--- src/rtl/fh_epath_params.svh ---
`ifndef FH_EPATH_PARAMS_SVH
`define FH_EPATH_PARAMS_SVH

// --------------------------------------------------
// e-path word and fifo geometry
// --------------------------------------------------

// host word, 2-bit kind plus 16-bit body
`define FH_WORD_W 18

// fifo address bits and depth
`define FH_ADDR_W 4
`define FH_DEPTH (1 << `FH_ADDR_W)

// fill thresholds
`define FH_ALMOST_FULL (`FH_DEPTH - 2)
`define FH_PROG_FULL 8

// saturating drop counter width
`define FH_ERR_W 8

`endif

--- src/rtl/fh_word_pkg.sv ---
`include "fh_epath_params.svh"

package fh_word_pkg;

  // word kinds in the top two bits
  typedef enum logic [1:0] {
    FH_KIND_DATA   = 2'b00,
    FH_KIND_HEADER = 2'b01,
    FH_KIND_IDLE   = 2'b10,
    FH_KIND_RSVD   = 2'b11
  } fh_kind_e;

  // payload view
  typedef struct packed {
    fh_kind_e                kind;
    logic [`FH_WORD_W-3:0]   payload;
  } fh_data_view_t;

  // header view, channel in the high byte
  typedef struct packed {
    fh_kind_e    kind;
    logic [7:0]  channel;
    logic [7:0]  count;
  } fh_hdr_view_t;

  // same 18 bits, read either way
  typedef union packed {
    fh_data_view_t data;
    fh_hdr_view_t  hdr;
  } fh_word_u;

endpackage

--- src/rtl/fh_stream_pkg.sv ---
package fh_stream_pkg;

  // --------------------------------------------------
  // ctrl to unpacker command
  // --------------------------------------------------
  typedef struct packed {
    // two bytes, high first, or only the low byte
    logic        two;
    logic [15:0] data;
    // channel byte of a frame
    logic        first;
    // byte value comes from the crc module
    logic        use_crc;
    // closing byte of a frame
    logic        last;
  } fh_byte_cmd_t;

  // --------------------------------------------------
  // output byte stream
  // --------------------------------------------------
  typedef struct packed {
    logic [7:0] data;
    logic       first;
    logic       last;
  } fh_out_byte_t;

endpackage

--- src/rtl/fh_epath_fifo.sv ---
`timescale 1ns/1ps
`include "fh_epath_params.svh"

module fh_epath_fifo
  import fh_word_pkg::*;
(
  input  logic     c_clk,
  input  logic     c_rst,
  input  fh_word_u din,
  input  logic     wr_en,
  input  logic     rd_en,
  output fh_word_u dout,
  output logic     full,
  output logic     almost_full,
  output logic     prog_full,
  output logic     empty
);

  // flag levels at count width
  localparam logic [`FH_ADDR_W:0] FULL_LVL   = `FH_DEPTH - 1;
  localparam logic [`FH_ADDR_W:0] ALMOST_LVL = `FH_ALMOST_FULL;
  localparam logic [`FH_ADDR_W:0] PROG_LVL   = `FH_PROG_FULL;

  fh_word_u mem [`FH_DEPTH];

  logic [`FH_ADDR_W-1:0] wr_ptr;
  logic [`FH_ADDR_W-1:0] rd_ptr;
  // one bit wider than the pointers
  logic [`FH_ADDR_W:0]   count;

  logic wr_ok;
  logic rd_ok;

  // full blocks writes, empty blocks reads
  assign wr_ok = wr_en && !full;
  assign rd_ok = rd_en && !empty;

  // --------------------------------------------------
  // flags straight from the fill count
  // --------------------------------------------------
  // one slot stays unused, full at depth-1
  assign full        = (count == FULL_LVL);
  assign almost_full = (count >= ALMOST_LVL);
  assign prog_full   = (count >= PROG_LVL);
  assign empty       = (count == '0);

  // storage, a write while full leaves it as is
  always_ff @(posedge c_clk)
  begin
    if (wr_ok)
      mem[wr_ptr] <= din;
  end

  // read word shows up the cycle after rd_en
  always_ff @(posedge c_clk)
  begin
    if (rd_ok)
      dout <= mem[rd_ptr];
  end

  // --------------------------------------------------
  // pointers and fill count
  // --------------------------------------------------
  always_ff @(posedge c_clk or posedge c_rst)
  begin
    if (c_rst)
    begin
      wr_ptr <= '0;
      rd_ptr <= '0;
      count  <= '0;
    end
    else
    begin
      // pointers wrap at depth
      if (wr_ok)
        wr_ptr <= wr_ptr + 1'b1;
      if (rd_ok)
        rd_ptr <= rd_ptr + 1'b1;
      // simultaneous read and write keeps the count
      case ({wr_ok, rd_ok})
        2'b10:   count <= count + 1'b1;
        2'b01:   count <= count - 1'b1;
        default: count <= count;
      endcase
    end
  end

endmodule

--- src/rtl/fh_epath_ctrl.sv ---
`timescale 1ns/1ps
`include "fh_epath_params.svh"

module fh_epath_ctrl
  import fh_word_pkg::*;
  import fh_stream_pkg::*;
(
  input  logic                 c_clk,
  input  logic                 c_rst,
  input  logic                 drain_en,
  input  logic                 fifo_empty,
  input  fh_word_u             fifo_word,
  input  logic                 busy,
  input  logic [7:0]           crc_value,
  output logic                 rd_en,
  output logic                 cmd_valid,
  output fh_byte_cmd_t         cmd,
  output logic [`FH_ERR_W-1:0] err_count
);

  // outside a frame, inside a frame, crc byte owed
  typedef enum logic [1:0] {
    ST_IDLE,
    ST_DATA,
    ST_CRC
  } state_e;

  state_e     state_q;
  state_e     state_d;
  logic [7:0] remain_q;
  logic [7:0] remain_d;
  logic       rd_pend;
  logic       err_inc;
  fh_kind_e   kind;

  // kind bits sit in the same place in both views
  assign kind = fifo_word.data.kind;

  // --------------------------------------------------
  // fifo reads
  // --------------------------------------------------
  // one read in flight, none while the crc byte is owed
  // a processed word never meets a busy unpacker this way
  assign rd_en = drain_en && !fifo_empty && !rd_pend && (state_q != ST_CRC);

  // --------------------------------------------------
  // word decode and command issue
  // --------------------------------------------------
  always_comb
  begin
    state_d   = state_q;
    remain_d  = remain_q;
    err_inc   = 1'b0;
    cmd_valid = 1'b0;
    cmd       = '0;
    case (state_q)
      ST_IDLE:
      begin
        if (rd_pend)
        begin
          case (kind)
            FH_KIND_HEADER:
            begin
              // channel byte opens the frame
              cmd_valid = 1'b1;
              cmd.first = 1'b1;
              cmd.data  = {8'h00, fifo_word.hdr.channel};
              remain_d  = fifo_word.hdr.count;
              // empty frame goes straight to its crc
              state_d   = (fifo_word.hdr.count == 8'd0) ? ST_CRC : ST_DATA;
            end
            FH_KIND_IDLE: ;
            // stray data or reserved word
            default: err_inc = 1'b1;
          endcase
        end
      end
      ST_DATA:
      begin
        if (rd_pend)
        begin
          case (kind)
            FH_KIND_DATA:
            begin
              // payload, high byte first
              cmd_valid = 1'b1;
              cmd.two   = 1'b1;
              cmd.data  = fifo_word.data.payload;
              remain_d  = remain_q - 8'd1;
              if (remain_q == 8'd1)
                state_d = ST_CRC;
            end
            FH_KIND_IDLE: ;
            // header or reserved inside a frame is dropped
            default: err_inc = 1'b1;
          endcase
        end
      end
      default:
      begin
        // wait out the second payload byte
        if (!busy)
        begin
          cmd_valid   = 1'b1;
          cmd.use_crc = 1'b1;
          cmd.last    = 1'b1;
          state_d     = ST_IDLE;
        end
      end
    endcase
  end

  // --------------------------------------------------
  // state, read tracking, drop counter
  // --------------------------------------------------
  always_ff @(posedge c_clk or posedge c_rst)
  begin
    if (c_rst)
    begin
      state_q   <= ST_IDLE;
      remain_q  <= '0;
      rd_pend   <= 1'b0;
      err_count <= '0;
    end
    else
    begin
      state_q  <= state_d;
      remain_q <= remain_d;
      rd_pend  <= rd_en;
      // saturates at all ones
      if (err_inc && (err_count != '1))
        err_count <= err_count + 1'b1;
    end
  end

endmodule

--- src/rtl/fh_byte_unpacker.sv ---
`timescale 1ns/1ps

module fh_byte_unpacker
  import fh_stream_pkg::*;
(
  input  logic         c_clk,
  input  logic         c_rst,
  input  logic         cmd_valid,
  input  fh_byte_cmd_t cmd,
  input  logic [7:0]   crc_value,
  output logic         busy,
  output logic         out_valid,
  output fh_out_byte_t out_byte
);

  // second byte still owed
  logic       pending;
  // current byte and its flags
  logic [7:0] byte_q;
  logic       first_q;
  logic       last_q;
  logic       sel_crc;
  // held low byte and its last flag
  logic [7:0] low_q;
  logic       low_last;

  assign busy = pending;

  // crc byte taken live, it already covers the byte before it
  assign out_byte.data  = sel_crc ? crc_value : byte_q;
  assign out_byte.first = first_q;
  assign out_byte.last  = last_q;

  // --------------------------------------------------
  // byte payload
  // --------------------------------------------------
  always_ff @(posedge c_clk)
  begin
    if (cmd_valid)
    begin
      byte_q   <= cmd.two ? cmd.data[15:8] : cmd.data[7:0];
      first_q  <= cmd.first;
      // two-byte command carries last on its low byte
      last_q   <= cmd.two ? 1'b0 : cmd.last;
      sel_crc  <= cmd.use_crc;
      low_q    <= cmd.data[7:0];
      low_last <= cmd.last;
    end
    else if (pending)
    begin
      byte_q  <= low_q;
      first_q <= 1'b0;
      last_q  <= low_last;
      sel_crc <= 1'b0;
    end
  end

  // --------------------------------------------------
  // strobe and busy
  // --------------------------------------------------
  always_ff @(posedge c_clk or posedge c_rst)
  begin
    if (c_rst)
    begin
      out_valid <= 1'b0;
      pending   <= 1'b0;
    end
    else
    begin
      out_valid <= cmd_valid || pending;
      // ctrl never sends while pending
      pending   <= cmd_valid && cmd.two;
    end
  end

endmodule

--- src/rtl/fh_crc8.sv ---
`timescale 1ns/1ps

module fh_crc8
  import fh_stream_pkg::*;
(
  input  logic         c_clk,
  input  logic         c_rst,
  input  logic         out_valid,
  input  fh_out_byte_t out_byte,
  output logic [7:0]   crc_value
);

  // poly 0x07, msb first, no final xor
  function automatic logic [7:0] crc8_fold(input logic [7:0] crc, input logic [7:0] data);
    logic [7:0] c;
    c = crc ^ data;
    for (int i = 0; i < 8; i++)
    begin
      if (c[7])
        c = {c[6:0], 1'b0} ^ 8'h07;
      else
        c = {c[6:0], 1'b0};
    end
    return c;
  endfunction

  // --------------------------------------------------
  // running crc over channel and payload bytes
  // --------------------------------------------------
  always_ff @(posedge c_clk or posedge c_rst)
  begin
    if (c_rst)
      crc_value <= 8'h00;
    // the crc byte itself is left out
    else if (out_valid && !out_byte.last)
      // channel byte restarts from zero
      crc_value <= crc8_fold(out_byte.first ? 8'h00 : crc_value, out_byte.data);
  end

endmodule

--- src/rtl/fh_epath_top.sv ---
`timescale 1ns/1ps
`include "fh_epath_params.svh"

module fh_epath_top
  import fh_word_pkg::*;
  import fh_stream_pkg::*;
(
  input  logic                 c_clk,
  input  logic                 c_rst,
  input  fh_word_u             din,
  input  logic                 wr_en,
  input  logic                 drain_en,
  output logic                 full,
  output logic                 almost_full,
  output logic                 prog_full,
  output logic                 empty,
  output logic                 out_valid,
  output fh_out_byte_t         out_byte,
  output logic [`FH_ERR_W-1:0] err_count
);

  // fifo to ctrl
  fh_word_u     fifo_word;
  logic         rd_en;
  // ctrl to unpacker
  logic         cmd_valid;
  fh_byte_cmd_t cmd;
  logic         busy;
  // crc back to ctrl and unpacker
  logic [7:0]   crc_value;

  // --------------------------------------------------
  // word buffer
  // --------------------------------------------------
  fh_epath_fifo i_fifo (
    .c_clk       (c_clk),
    .c_rst       (c_rst),
    .din         (din),
    .wr_en       (wr_en),
    .rd_en       (rd_en),
    .dout        (fifo_word),
    .full        (full),
    .almost_full (almost_full),
    .prog_full   (prog_full),
    .empty       (empty)
  );

  // frame parser
  fh_epath_ctrl i_ctrl (
    .c_clk      (c_clk),
    .c_rst      (c_rst),
    .drain_en   (drain_en),
    .fifo_empty (empty),
    .fifo_word  (fifo_word),
    .busy       (busy),
    .crc_value  (crc_value),
    .rd_en      (rd_en),
    .cmd_valid  (cmd_valid),
    .cmd        (cmd),
    .err_count  (err_count)
  );

  // --------------------------------------------------
  // byte stream and its crc
  // --------------------------------------------------
  fh_byte_unpacker i_unpacker (
    .c_clk     (c_clk),
    .c_rst     (c_rst),
    .cmd_valid (cmd_valid),
    .cmd       (cmd),
    .crc_value (crc_value),
    .busy      (busy),
    .out_valid (out_valid),
    .out_byte  (out_byte)
  );

  fh_crc8 i_crc8 (
    .c_clk     (c_clk),
    .c_rst     (c_rst),
    .out_valid (out_valid),
    .out_byte  (out_byte),
    .crc_value (crc_value)
  );

endmodule

--- config.mk ---
export PLATFORM = sky130hd
export DESIGN_NAME = fh_epath_top
export DESIGN_NICKNAME = d
export VERILOG_FILES = /design/src/rtl/fh_word_pkg.sv /design/src/rtl/fh_stream_pkg.sv /design/src/rtl/fh_epath_fifo.sv /design/src/rtl/fh_epath_ctrl.sv /design/src/rtl/fh_byte_unpacker.sv /design/src/rtl/fh_crc8.sv /design/src/rtl/fh_epath_top.sv
export VERILOG_INCLUDE_DIRS = /design/src /design/src/rtl
export SDC_FILE = /design/constraint.sdc
export NUM_CORES = 1
export LEC_CHECK = 0
export ABC_AREA = 1
export BUFFER_PORTS_ARGS = -buffer_cell sky130_fd_sc_hd__buf_4
export CORE_UTILIZATION = 30
export DETAILED_ROUTE_END_ITERATION = 12
export HOLD_SLACK_MARGIN = 0.03
export RECOVER_POWER = 25
export SYNTH_ARGS = -nofsm -noshare
export SYNTH_HDL_FRONTEND = slang
export SYNTH_HIERARCHICAL = 1
export SYNTH_SLANG_ARGS = --single-unit
--- constraint.sdc ---
create_clock -name c_clk -period 2.4 [get_ports c_clk]
set_clock_uncertainty 0.05 [all_clocks]
set_input_delay 0.72 -clock c_clk [delete_from_list [all_inputs] [get_ports c_clk]]
set_output_delay 0.72 -clock c_clk [all_outputs]
set_load 0.05 [all_outputs]
==> summary.md, run 1 <==
| Metric | Value |
|---|---|
| Run status | `finished, final reports clean` |
| Final Util | `35.7%` |
| Worst slack at placement | `23.9 ps` |
| Setup slack after layout | `60.4 ps` |
| Min-delay worst type | `in -> reg` |
| CTS root buffer | `clkbuf_16` |
| Period utilisation layout | `97.5%` |
| Post-route ant nets | `0` |
| Primary FF master, synth | `edfxtp_1` |
| YS warnings | `6` |
| Combinational fraction of design power | `39.1%` |
| Kind of critical path | `reg -> out` |
| Clk_lat worst skew | `550 ps` |
| CP peak stage delay | `380 ps` |
| Die height | `238 um` |
| Die Wd | `238 um` |
| Slowest CP cell | `dfrtp_1` |
| Max-Cap Viols | `0` |
| Grt total ovfl | `0` |
| Leakage | `0.00826 uW` |
| VDD IR max | `798 uV` |
| RSZ-0062 raised after global routing | `yes` |
| Final min period | `2340 ps` |
| DRC viols | `0` |
| Worst-path cell chain | `nor2_1 > nand4_1 > inv_4 > buf_4 > buf_12` |
| Core ar. | `55200 sq um` |
| Ratio of cells with drive above 1 in the final layout | `11.9%` |
| Switching share of power | `39.7%` |
| Peak fanout along the critical path | `2` |
| Least-Margin Pin Slew | `953 ps` |
| Synth cell types | `39` |
| Initial Util | `30.4%` |
| DR WL/cell | `15.2 um` |
| # diodes | `0` |
| Final hold violations | `0` |
| Initial detailed-routing violation count | `864` |
| Via count | `11458` |
| WL final | `38900 um` |
| Yosys reg bits | `368` |
| 1st-pass router iterations | `5` |
| Startpoint Class | `flop` |
| Clock network power share | `23.4%` |
| Largest net degree at the start of global routing | `109` |
| I/O pin cnt | `45` |
| Post-Syn Area | `16800 sq um` |
| Synth Area per Inst | `9.81 sq um` |
| Clk slew on worst S/H paths | `60 ps` |
| Initial antenna violation count | `0` |
| Reg power frac | `37.4%` |
| Rel. slew slack | `36.5%` |
| Placer Congestion | `0.789` |
| Post-synth EDFFs | `326` |
| Max Clk Rate | `427 MHz` |
| Htree depth | `2` |
| Total Nets Final | `1827` |
| PwrDens | `1180 nW/um^2` |
| Cell Rows | `86` |
| Crit path DAT | `1570 ps` |
| Post-Syn Nets | `1748` |
| Post-Syn Instances | `1710` |
| Vias in the first global route | `11047` |
| Int Pwr | `14000 uW` |
| Synth async-reset ratio | `11.4%` |
| Count of input and output buffers | `44` |
| CTS Buf Count | `39` |
| Post-detail-place hpwl | `24600 um` |
| CP endpoint kind | `output pin` |
| Clock tree buffer depth | `3` |
| CTS tree | `yes` |
| First-pass GRT wire length | `61300 um` |
| Most instantiated cells after synthesis | `632 x nand2_1, 326 x edfxtp_1, 181 x inv_1` |
| Tot GR Track Use | `13.8%` |
| Count leader, synth | `nand2_1` |
| Sequential area share after synthesis | `64.6%` |
| Final setup vio count | `0` |
| Sw power | `9240 uW` |
| Sink Count | `368` |
| DR vias/cell | `4.47` |
| Die area | `56800 sq um` |
| Area Growth Syn to Fin | `17.6%` |
| Synth area leaders | `edfxtp_1 58%, nand2_1 14%, dfrtp_1 6.3%, nand3_1 5.0%, inv_1 4.1%` |
| Synth area leader | `edfxtp_1` |
| CP required | `1630 ps` |
| Max-slew violations | `0` |
| Yosys top cell area share | `58.4%` |
==> registers in the layout, summed over array words and instances, names as in the netlist, 2 cells and up <==
| name | cells |
|---|---|
| i_crc8/crc_value | 8 |
| i_ctrl/err_count | 8 |
| i_ctrl/remain_q | 8 |
| i_ctrl/state_q | 2 |
| i_fifo/count | 5 |
| i_fifo/dout | 18 |
| i_fifo/mem | 288 |
| i_fifo/rd_ptr | 4 |
| i_fifo/wr_ptr | 4 |
| i_unpacker/byte_q | 8 |
| i_unpacker/low_q | 8 |
==> routing by layer <==
metal | track usage [%] | up-vias | share of wire, %
li1 | - | 5677 | -
met1 | 19.6 | 5485 | 48
met2 | 22.0 | 244 | 45
met3 | 2.04 | 52 | 4.9
met4 | 3.57 | 0 | 1.9
met5 | 0 | - | 0
==> critical path, delay by kind of cell (launching register included) <==
family                 cells  cell delay (ps)
flip-flops                 1              380
buffers and inverters      3              350
AND/OR/NAND/NOR            2              320
==> what timing repair did <==
item / in CTS / in global routing
hold buffers: 1 / 0
pin swaps: 0 / 6
setup buffers: 2 / 5
gates resized for setup: 20 / 18
hold endpoints to repair: 2 / 0
endpoints found under the setup margin: 9 / 10
==> power by group through the flow <==
stage | clock network (uW) | logic, uW | registers, uW
final | 5450 | 9110 | 8720
after global routing | 5840 | 10200 | 8820
after CTS | 5610 | 8970 | 8730
after detailed placement | 0 | 8810 | 8860
after global placement | 0 | 8640 | 8830
after floorplan | 0 | 5950 | 8840
==> final timing paths <==
path | from | endpoint | slack [ps] | cells past startpoint
min in group asynchronous | c_rst | i_unpacker/busy | 600 | 3
min | drain_en | i_ctrl/rd_pend | 390 | 3
min reg2reg | i_crc8/crc_value[5] | i_crc8/crc_value[5] | 480 | 2
max | i_fifo/count[0] | empty | 60 | 5
max in group asynchronous | c_rst | i_ctrl/remain_q[3] | 940 | 3
max reg2reg | i_fifo/count[0] | i_fifo/count[4] | 80 | 17
==> cells by family (layout without fill, tap and decap cells) <==
family	after synthesis	count (layout)	synth area share, %
buffers and inverters	261	366	6.69
adders and majority gates	16	16	1.24
xor gates and xnor gates	21	21	1.34
and+or+nand+nor	994	994	24.5
AOI/OAI and AO/OA	50	50	1.57
DFF	368	368	64.6
==> stage by stage <==
step                      instances  hold slack, ps  power, uW  setup TNS [ps]  cell area, sq um
final                          2563             394      23300               0             19700
after global routing           2563             395      24800            -133             19700
after CTS                      2558             368      23300           -64.0             19600
after detailed placement       2488             464      17700               0             18400
after global placement         2488             439      17500           -5.41             18400
after floorplan                1710             411      14800          -55850             16800
==> cell usage in the layout (no fill, tap or decap), types with 2 or more instances in the layout <==
cell,instances
a21oi_1,6
buf_12,21
buf_4,56
buf_6,9
clkbuf_1,26
clkbuf_16,39
clkinv_1,6
clkinv_2,10
clkinvlp_4,4
dfrtp_1,41
edfxtp_1,326
ha_1,13
ha_4,2
inv_1,179
inv_2,12
nand2_1,630
nand2_2,12
nand2_4,2
nand3_1,166
nand3_2,3
nand3b_1,2
nand4_1,5
nor2_1,147
nor2_2,3
nor2_4,5
nor3_2,9
nor3_4,5
o21ai_0,24
o21ai_1,4
o21ai_2,3
o21ai_4,7
o22ai_1,5
xnor2_1,6
xor2_1,11
xor2_2,3
==> area by class of cell <==
cell class                      instances  area [sq um]
Clock buffer                           49          1010
Clock inverter                         18           111
Fill cell                            5484         35500
Inverter                              196           743
Multi-Input combinational cell       1081          5060
Sequential cell                       368         10800
Tap cell                              748           936
Timing Repair Buffer                  103          1010
Note: power is estimated with default switching activity, not from simulation.
==> run 2, diff against run 1 <==
Settings changed: CTS_BUF_LIST set to sky130_fd_sc_hd__clkbuf_4 sky130_fd_sc_hd__clkbuf_8 sky130_fd_sc_hd__clkbuf_16.
==> summary.md, run 2 (synthesis gave the netlist of run 1 again) <==
| Metric | Value |
|---|---|
| Cell Rows | `86` |
| DR WL/cell | `15.2 um` |
| Die area | `56800 sq um` |
| Kind of critical path | `reg -> out` |
| Worst slack at placement | `23.9 ps` |
| Sink Count | `368` |
| WL final | `38800 um` |
| First-pass GRT wire length | `61300 um` |
| CTS root buffer | `clkbuf_16` |
| DR vias/cell | `4.47` |
| 1st-pass router iterations | `5` |
| Max-slew violations | `0` |
| Via count | `11459` |
| Total Nets Final | `1827` |
| Startpoint Class | `flop` |
| Top reg by flops | `i_fifo/mem` |
| Run status | `finished, final reports clean` |
| Initial antenna violation count | `0` |
| Leakage | `0.00830 uW` |
| Clock tree buffer depth | `3` |
| Clk slew on worst S/H paths | `60 ps` |
| Slowest CP cell | `dfrtp_1` |
| Most frequent cells in the layout | `630 x nand2_1, 326 x edfxtp_1, 179 x inv_1` |
| Multi-input gate area | `5060 sq um` |
| Grt total ovfl | `0` |
| CTS tree | `yes` |
| # diodes | `0` |
| CTS Buf Count | `39` |
| Period utilisation layout | `97.5%` |
| CP required | `1630 ps` |
| Core ar. | `55200 sq um` |
| Least-Margin Pin Slew | `946 ps` |
| Register area | `10800 sq um` |
| Clk_lat worst skew | `550 ps` |
| Die Wd | `238 um` |
| I/O pin cnt | `45` |
| Post-route ant nets | `0` |
| Setup TNS | `0 ps` |
| Die height | `238 um` |
| CP endpoint kind | `output pin` |
| Setup slack after layout | `60.4 ps` |
| Vias in the first global route | `11047` |
| RSZ-0062 raised after global routing | `yes` |
| DRC viols | `0` |
| PwrDens | `1180 nW/um^2` |
| Max Clk Rate | `427 MHz` |
| Final setup vio count | `0` |
| Initial Util | `30.4%` |
| Peak fanout along the critical path | `2` |
| CP peak stage delay | `380 ps` |
| Min-delay worst type | `in -> reg` |
| Count of input and output buffers | `44` |
| Final min period | `2340 ps` |
| Largest net degree at the start of global routing | `109` |
| Crit path DAT | `1570 ps` |
| Area Growth Syn to Fin | `17.8%` |
| Initial detailed-routing violation count | `865` |
| Htree depth | `2` |
| Tot GR Track Use | `13.8%` |
| Final hold violations | `0` |
| Worst-path cell chain | `nor2_1 > nand4_1 > inv_4 > buf_4 > buf_12` |
| Largest register FFs | `288` |
| Rel. slew slack | `37.0%` |
| Post-detail-place hpwl | `24600 um` |
| Max-Cap Viols | `0` |
| Fill cells | `5476` |
| Placer Congestion | `0.789` |
| VDD IR max | `798 uV` |
| Ratio of cells with drive above 1 in the final layout | `12.5%` |
| Biggest registers after layout | `i_fifo/mem: 288 flops, i_fifo/dout: 18 flops` |
| Commonest non-fill, non-tap cell in the layout | `nand2_1` |
[run 2: cell counts in the layout (fill, tap and decap cells not counted)]
Identical to the previous run, type by type.
[run 2: final timing paths]
check	start	endpoint	cells past startpoint	slack, ps
worst max-delay path	i_fifo/count[0]	empty	5	60
worst min-delay path	drain_en	i_ctrl/rd_pend	3	390
worst max register to register	i_fifo/count[0]	i_fifo/count[4]	17	80
worst min register to register	i_crc8/crc_value[5]	i_crc8/crc_value[5]	2	480
max in group asynchronous	c_rst	i_ctrl/remain_q[3]	3	940
min in group asynchronous	c_rst	i_unpacker/busy	3	600
[run 2: per-stage QoR]
stage	hold WS [ps]	power [uW]	util, %	instance area [sq um]	instances
floorplan	411	14800	-	16800	1710
global placement	439	17500	33.3	18400	2488
detailed placement	464	17700	33.3	18400	2488
CTS	368	23400	35.7	19700	2558
global route	395	24900	35.8	19800	2563
finish	394	23400	35.8	19800	2563
[run 2: layer usage]
metal / global-route usage (%) / vias up / routed length, um
met5: 0 / - / 0
met4: 3.57 / 0 / 743
met3: 2.04 / 52 / 2010
met2: 22.0 / 245 / 17600
met1: 19.6 / 5485 / 18500
li1: - / 5677 / -
[run 2: worst max-delay path, delay by kind of cell (launching register included)]
kind                   cells  cell delay (ps)
AND/OR/NAND/NOR            2              320
flip-flops                 1              380
buffers and inverters      3              350
[run 2: cell type report]
class / instances / share of cell area (%)
inverters: 196 / 3.76
well taps: 748 / 4.74
clock buffers: 49 / 5.32
repair buffers: 103 / 5.12
flip-flops and latches: 368 / 54.9
clock inverters: 18 / 0.564
multi-input cells: 1081 / 25.6
[run 2: what timing repair did]
action	CTS	global route
endpoints found under the hold margin	2	0
pin swaps	0	6
buffers inserted	2	5
resized for setup	20	18
setup endpoints to repair	9	10
hold buffers	1	0
[run 2: power breakdown]
group,total [uW],internal [uW],switching (uW)
clock network,5560,3120,2440
logic,9110,2840,6270
registers,8720,8190,528
total,23400,14200,9240
==> run 3, diff against run 2 <==
Clock period 2.4 ns to 2.9 ns, I/O delays scaled along.
==> summary.md, run 3 (synthesis gave the netlist of run 1 again) <==
| Metric | Value |
|---|---|
| Fill cells | `5467` |
| DRC viols | `0` |
| Least-Margin Pin Slew | `899 ps` |
| CTS root buffer | `clkbuf_16` |
| Clock tree buffer depth | `3` |
| Final hold violations | `0` |
| Commonest non-fill, non-tap cell in the layout | `nand2_1` |
| Initial detailed-routing violation count | `799` |
| Via count | `11352` |
| Area Growth Syn to Fin | `14.9%` |
| Peak fanout along the critical path | `16` |
| First-pass GRT wire length | `60800 um` |
| Tot GR Track Use | `13.8%` |
| RSZ-0062 raised after global routing | `no` |
| Total Nets Final | `1811` |
| DR vias/cell | `4.45` |
| PwrDens | `983 nW/um^2` |
| Clk slew on worst S/H paths | `60 ps` |
| Largest register FFs | `288` |
| CP endpoint kind | `output pin` |
| Multi-input gate area | `4880 sq um` |
| Placed Area | `18100 sq um` |
| Ratio of cells with drive above 1 in the final layout | `10.6%` |
| Max-Cap Viols | `0` |
| DR WL/cell | `15.1 um` |
| Biggest registers after layout | `i_fifo/mem: 288 flops, i_fifo/dout: 18 flops` |
| CTS Buf Count | `40` |
| Run status | `finished, final reports clean` |
| Grt total ovfl | `0` |
| Top reg by flops | `i_fifo/mem` |
| Placer Congestion | `0.837` |
| Largest net degree at the start of global routing | `78` |
| Cell Rows | `86` |
| CTS tree | `yes` |
| Final min period | `2710 ps` |
| Worst-path cell chain | `o21ai_0 > buf_4` |
| Final Util | `34.9%` |
| Post-route cell area | `19300 sq um` |
| Die Wd | `238 um` |
| I/O pin cnt | `45` |
| Post-route ant nets | `0` |
| Die height | `238 um` |
| Rel. slew slack | `40.0%` |
| CP peak stage delay | `600 ps` |
| Core ar. | `55200 sq um` |
| Register area | `10800 sq um` |
| Clk_lat worst skew | `550 ps` |
| WL final | `38600 um` |
| Vias in the first global route | `11011` |
| Max-slew violations | `0` |
| CP required | `1980 ps` |
| Sink Count | `368` |
| Min-delay worst type | `in -> async` |
| Leakage | `0.00815 uW` |
| Initial Util | `30.4%` |
| Die area | `56800 sq um` |
| Most frequent cells in the layout | `632 x nand2_1, 326 x edfxtp_1, 181 x inv_1` |
| Critical path's top delay family | `flip-flops` |
| Count of input and output buffers | `44` |
| Slowest CP cell | `edfxtp_1` |
| Post-detail-place hpwl | `24100 um` |
| Final setup vio count | `0` |
| Setup TNS | `0 ps` |
| 1st-pass router iterations | `6` |
| Final Power | `18900 uW` |
| VDD IR max | `620 uV` |
| Kind of critical path | `reg -> out` |
| Htree depth | `2` |
| Crit path DAT | `1790 ps` |
| Max Clk Rate | `369 MHz` |
| Period utilisation layout | `93.5%` |
| Total setup buffers inserted after CTS | `0` |
| Buffers and inverters on the worst path | `1` |
| Final Hold Slack | `213 ps` |
| Startpoint Class | `flop` |
| Initial antenna violation count | `5` |
run 3: worst paths after layout:
kind / from / end / slack [ps] / cells past startpoint
min reg2reg: i_unpacker/low_last / i_unpacker/last_q / 470 / 2
min in group c_clk: i_unpacker/low_last / i_unpacker/last_q / 470 / 2
max: i_unpacker/sel_crc / out_byte[9] / 190 / 2
min: c_rst / i_unpacker/busy / 210 / 2
max reg2reg: i_fifo/count[1] / i_fifo/count[4] / 500 / 16
max in group asynchronous: c_rst / i_ctrl/rd_pend / 1830 / 2
run 3: where the power goes:
part | total [uW] | internal, uW | switching, uW
sequential | 7290 | 6780 | 513
combinational | 6840 | 1990 | 4850
clock | 4820 | 2760 | 2060
run 3: routing by layer:
layer  part of all wire, %  wire length [um]  GRT usage, %
met1                    45             17300          18.1
met2                    47             18100          23.1
met3                   6.1              2370          2.65
met4                   1.9               740          3.85
met5                  0.14                54             0
run 3: final cells by class:
cell class	count	area share, %
Antenna cell	1	0.0130
Clock buffer	53	5.86
Clock inverter	19	0.682
Inverter	196	3.82
Multi-Input combinational cell	1081	25.3
Sequential cell	368	56.3
Tap cell	748	4.86
Timing Repair Buffer	86	3.17
run 3: stage by stage:
| stage | setup WS [ps] | std cells |
|---|---|---|
| floorplan | 0.381 | 1710 |
| global placement | 415 | 2479 |
| detailed placement | 333 | 2479 |
| CTS | 25.3 | 2551 |
| global route | 16.5 | 2551 |
| finish | 187 | 2552 |
run 3: repair_timing:
| item | in CTS | in global routing |
|---|---|---|
| endpoints found under the setup margin | 0 | 3 |
| gates resized for setup | 0 | 3 |
| hold buffers | 0 | 0 |
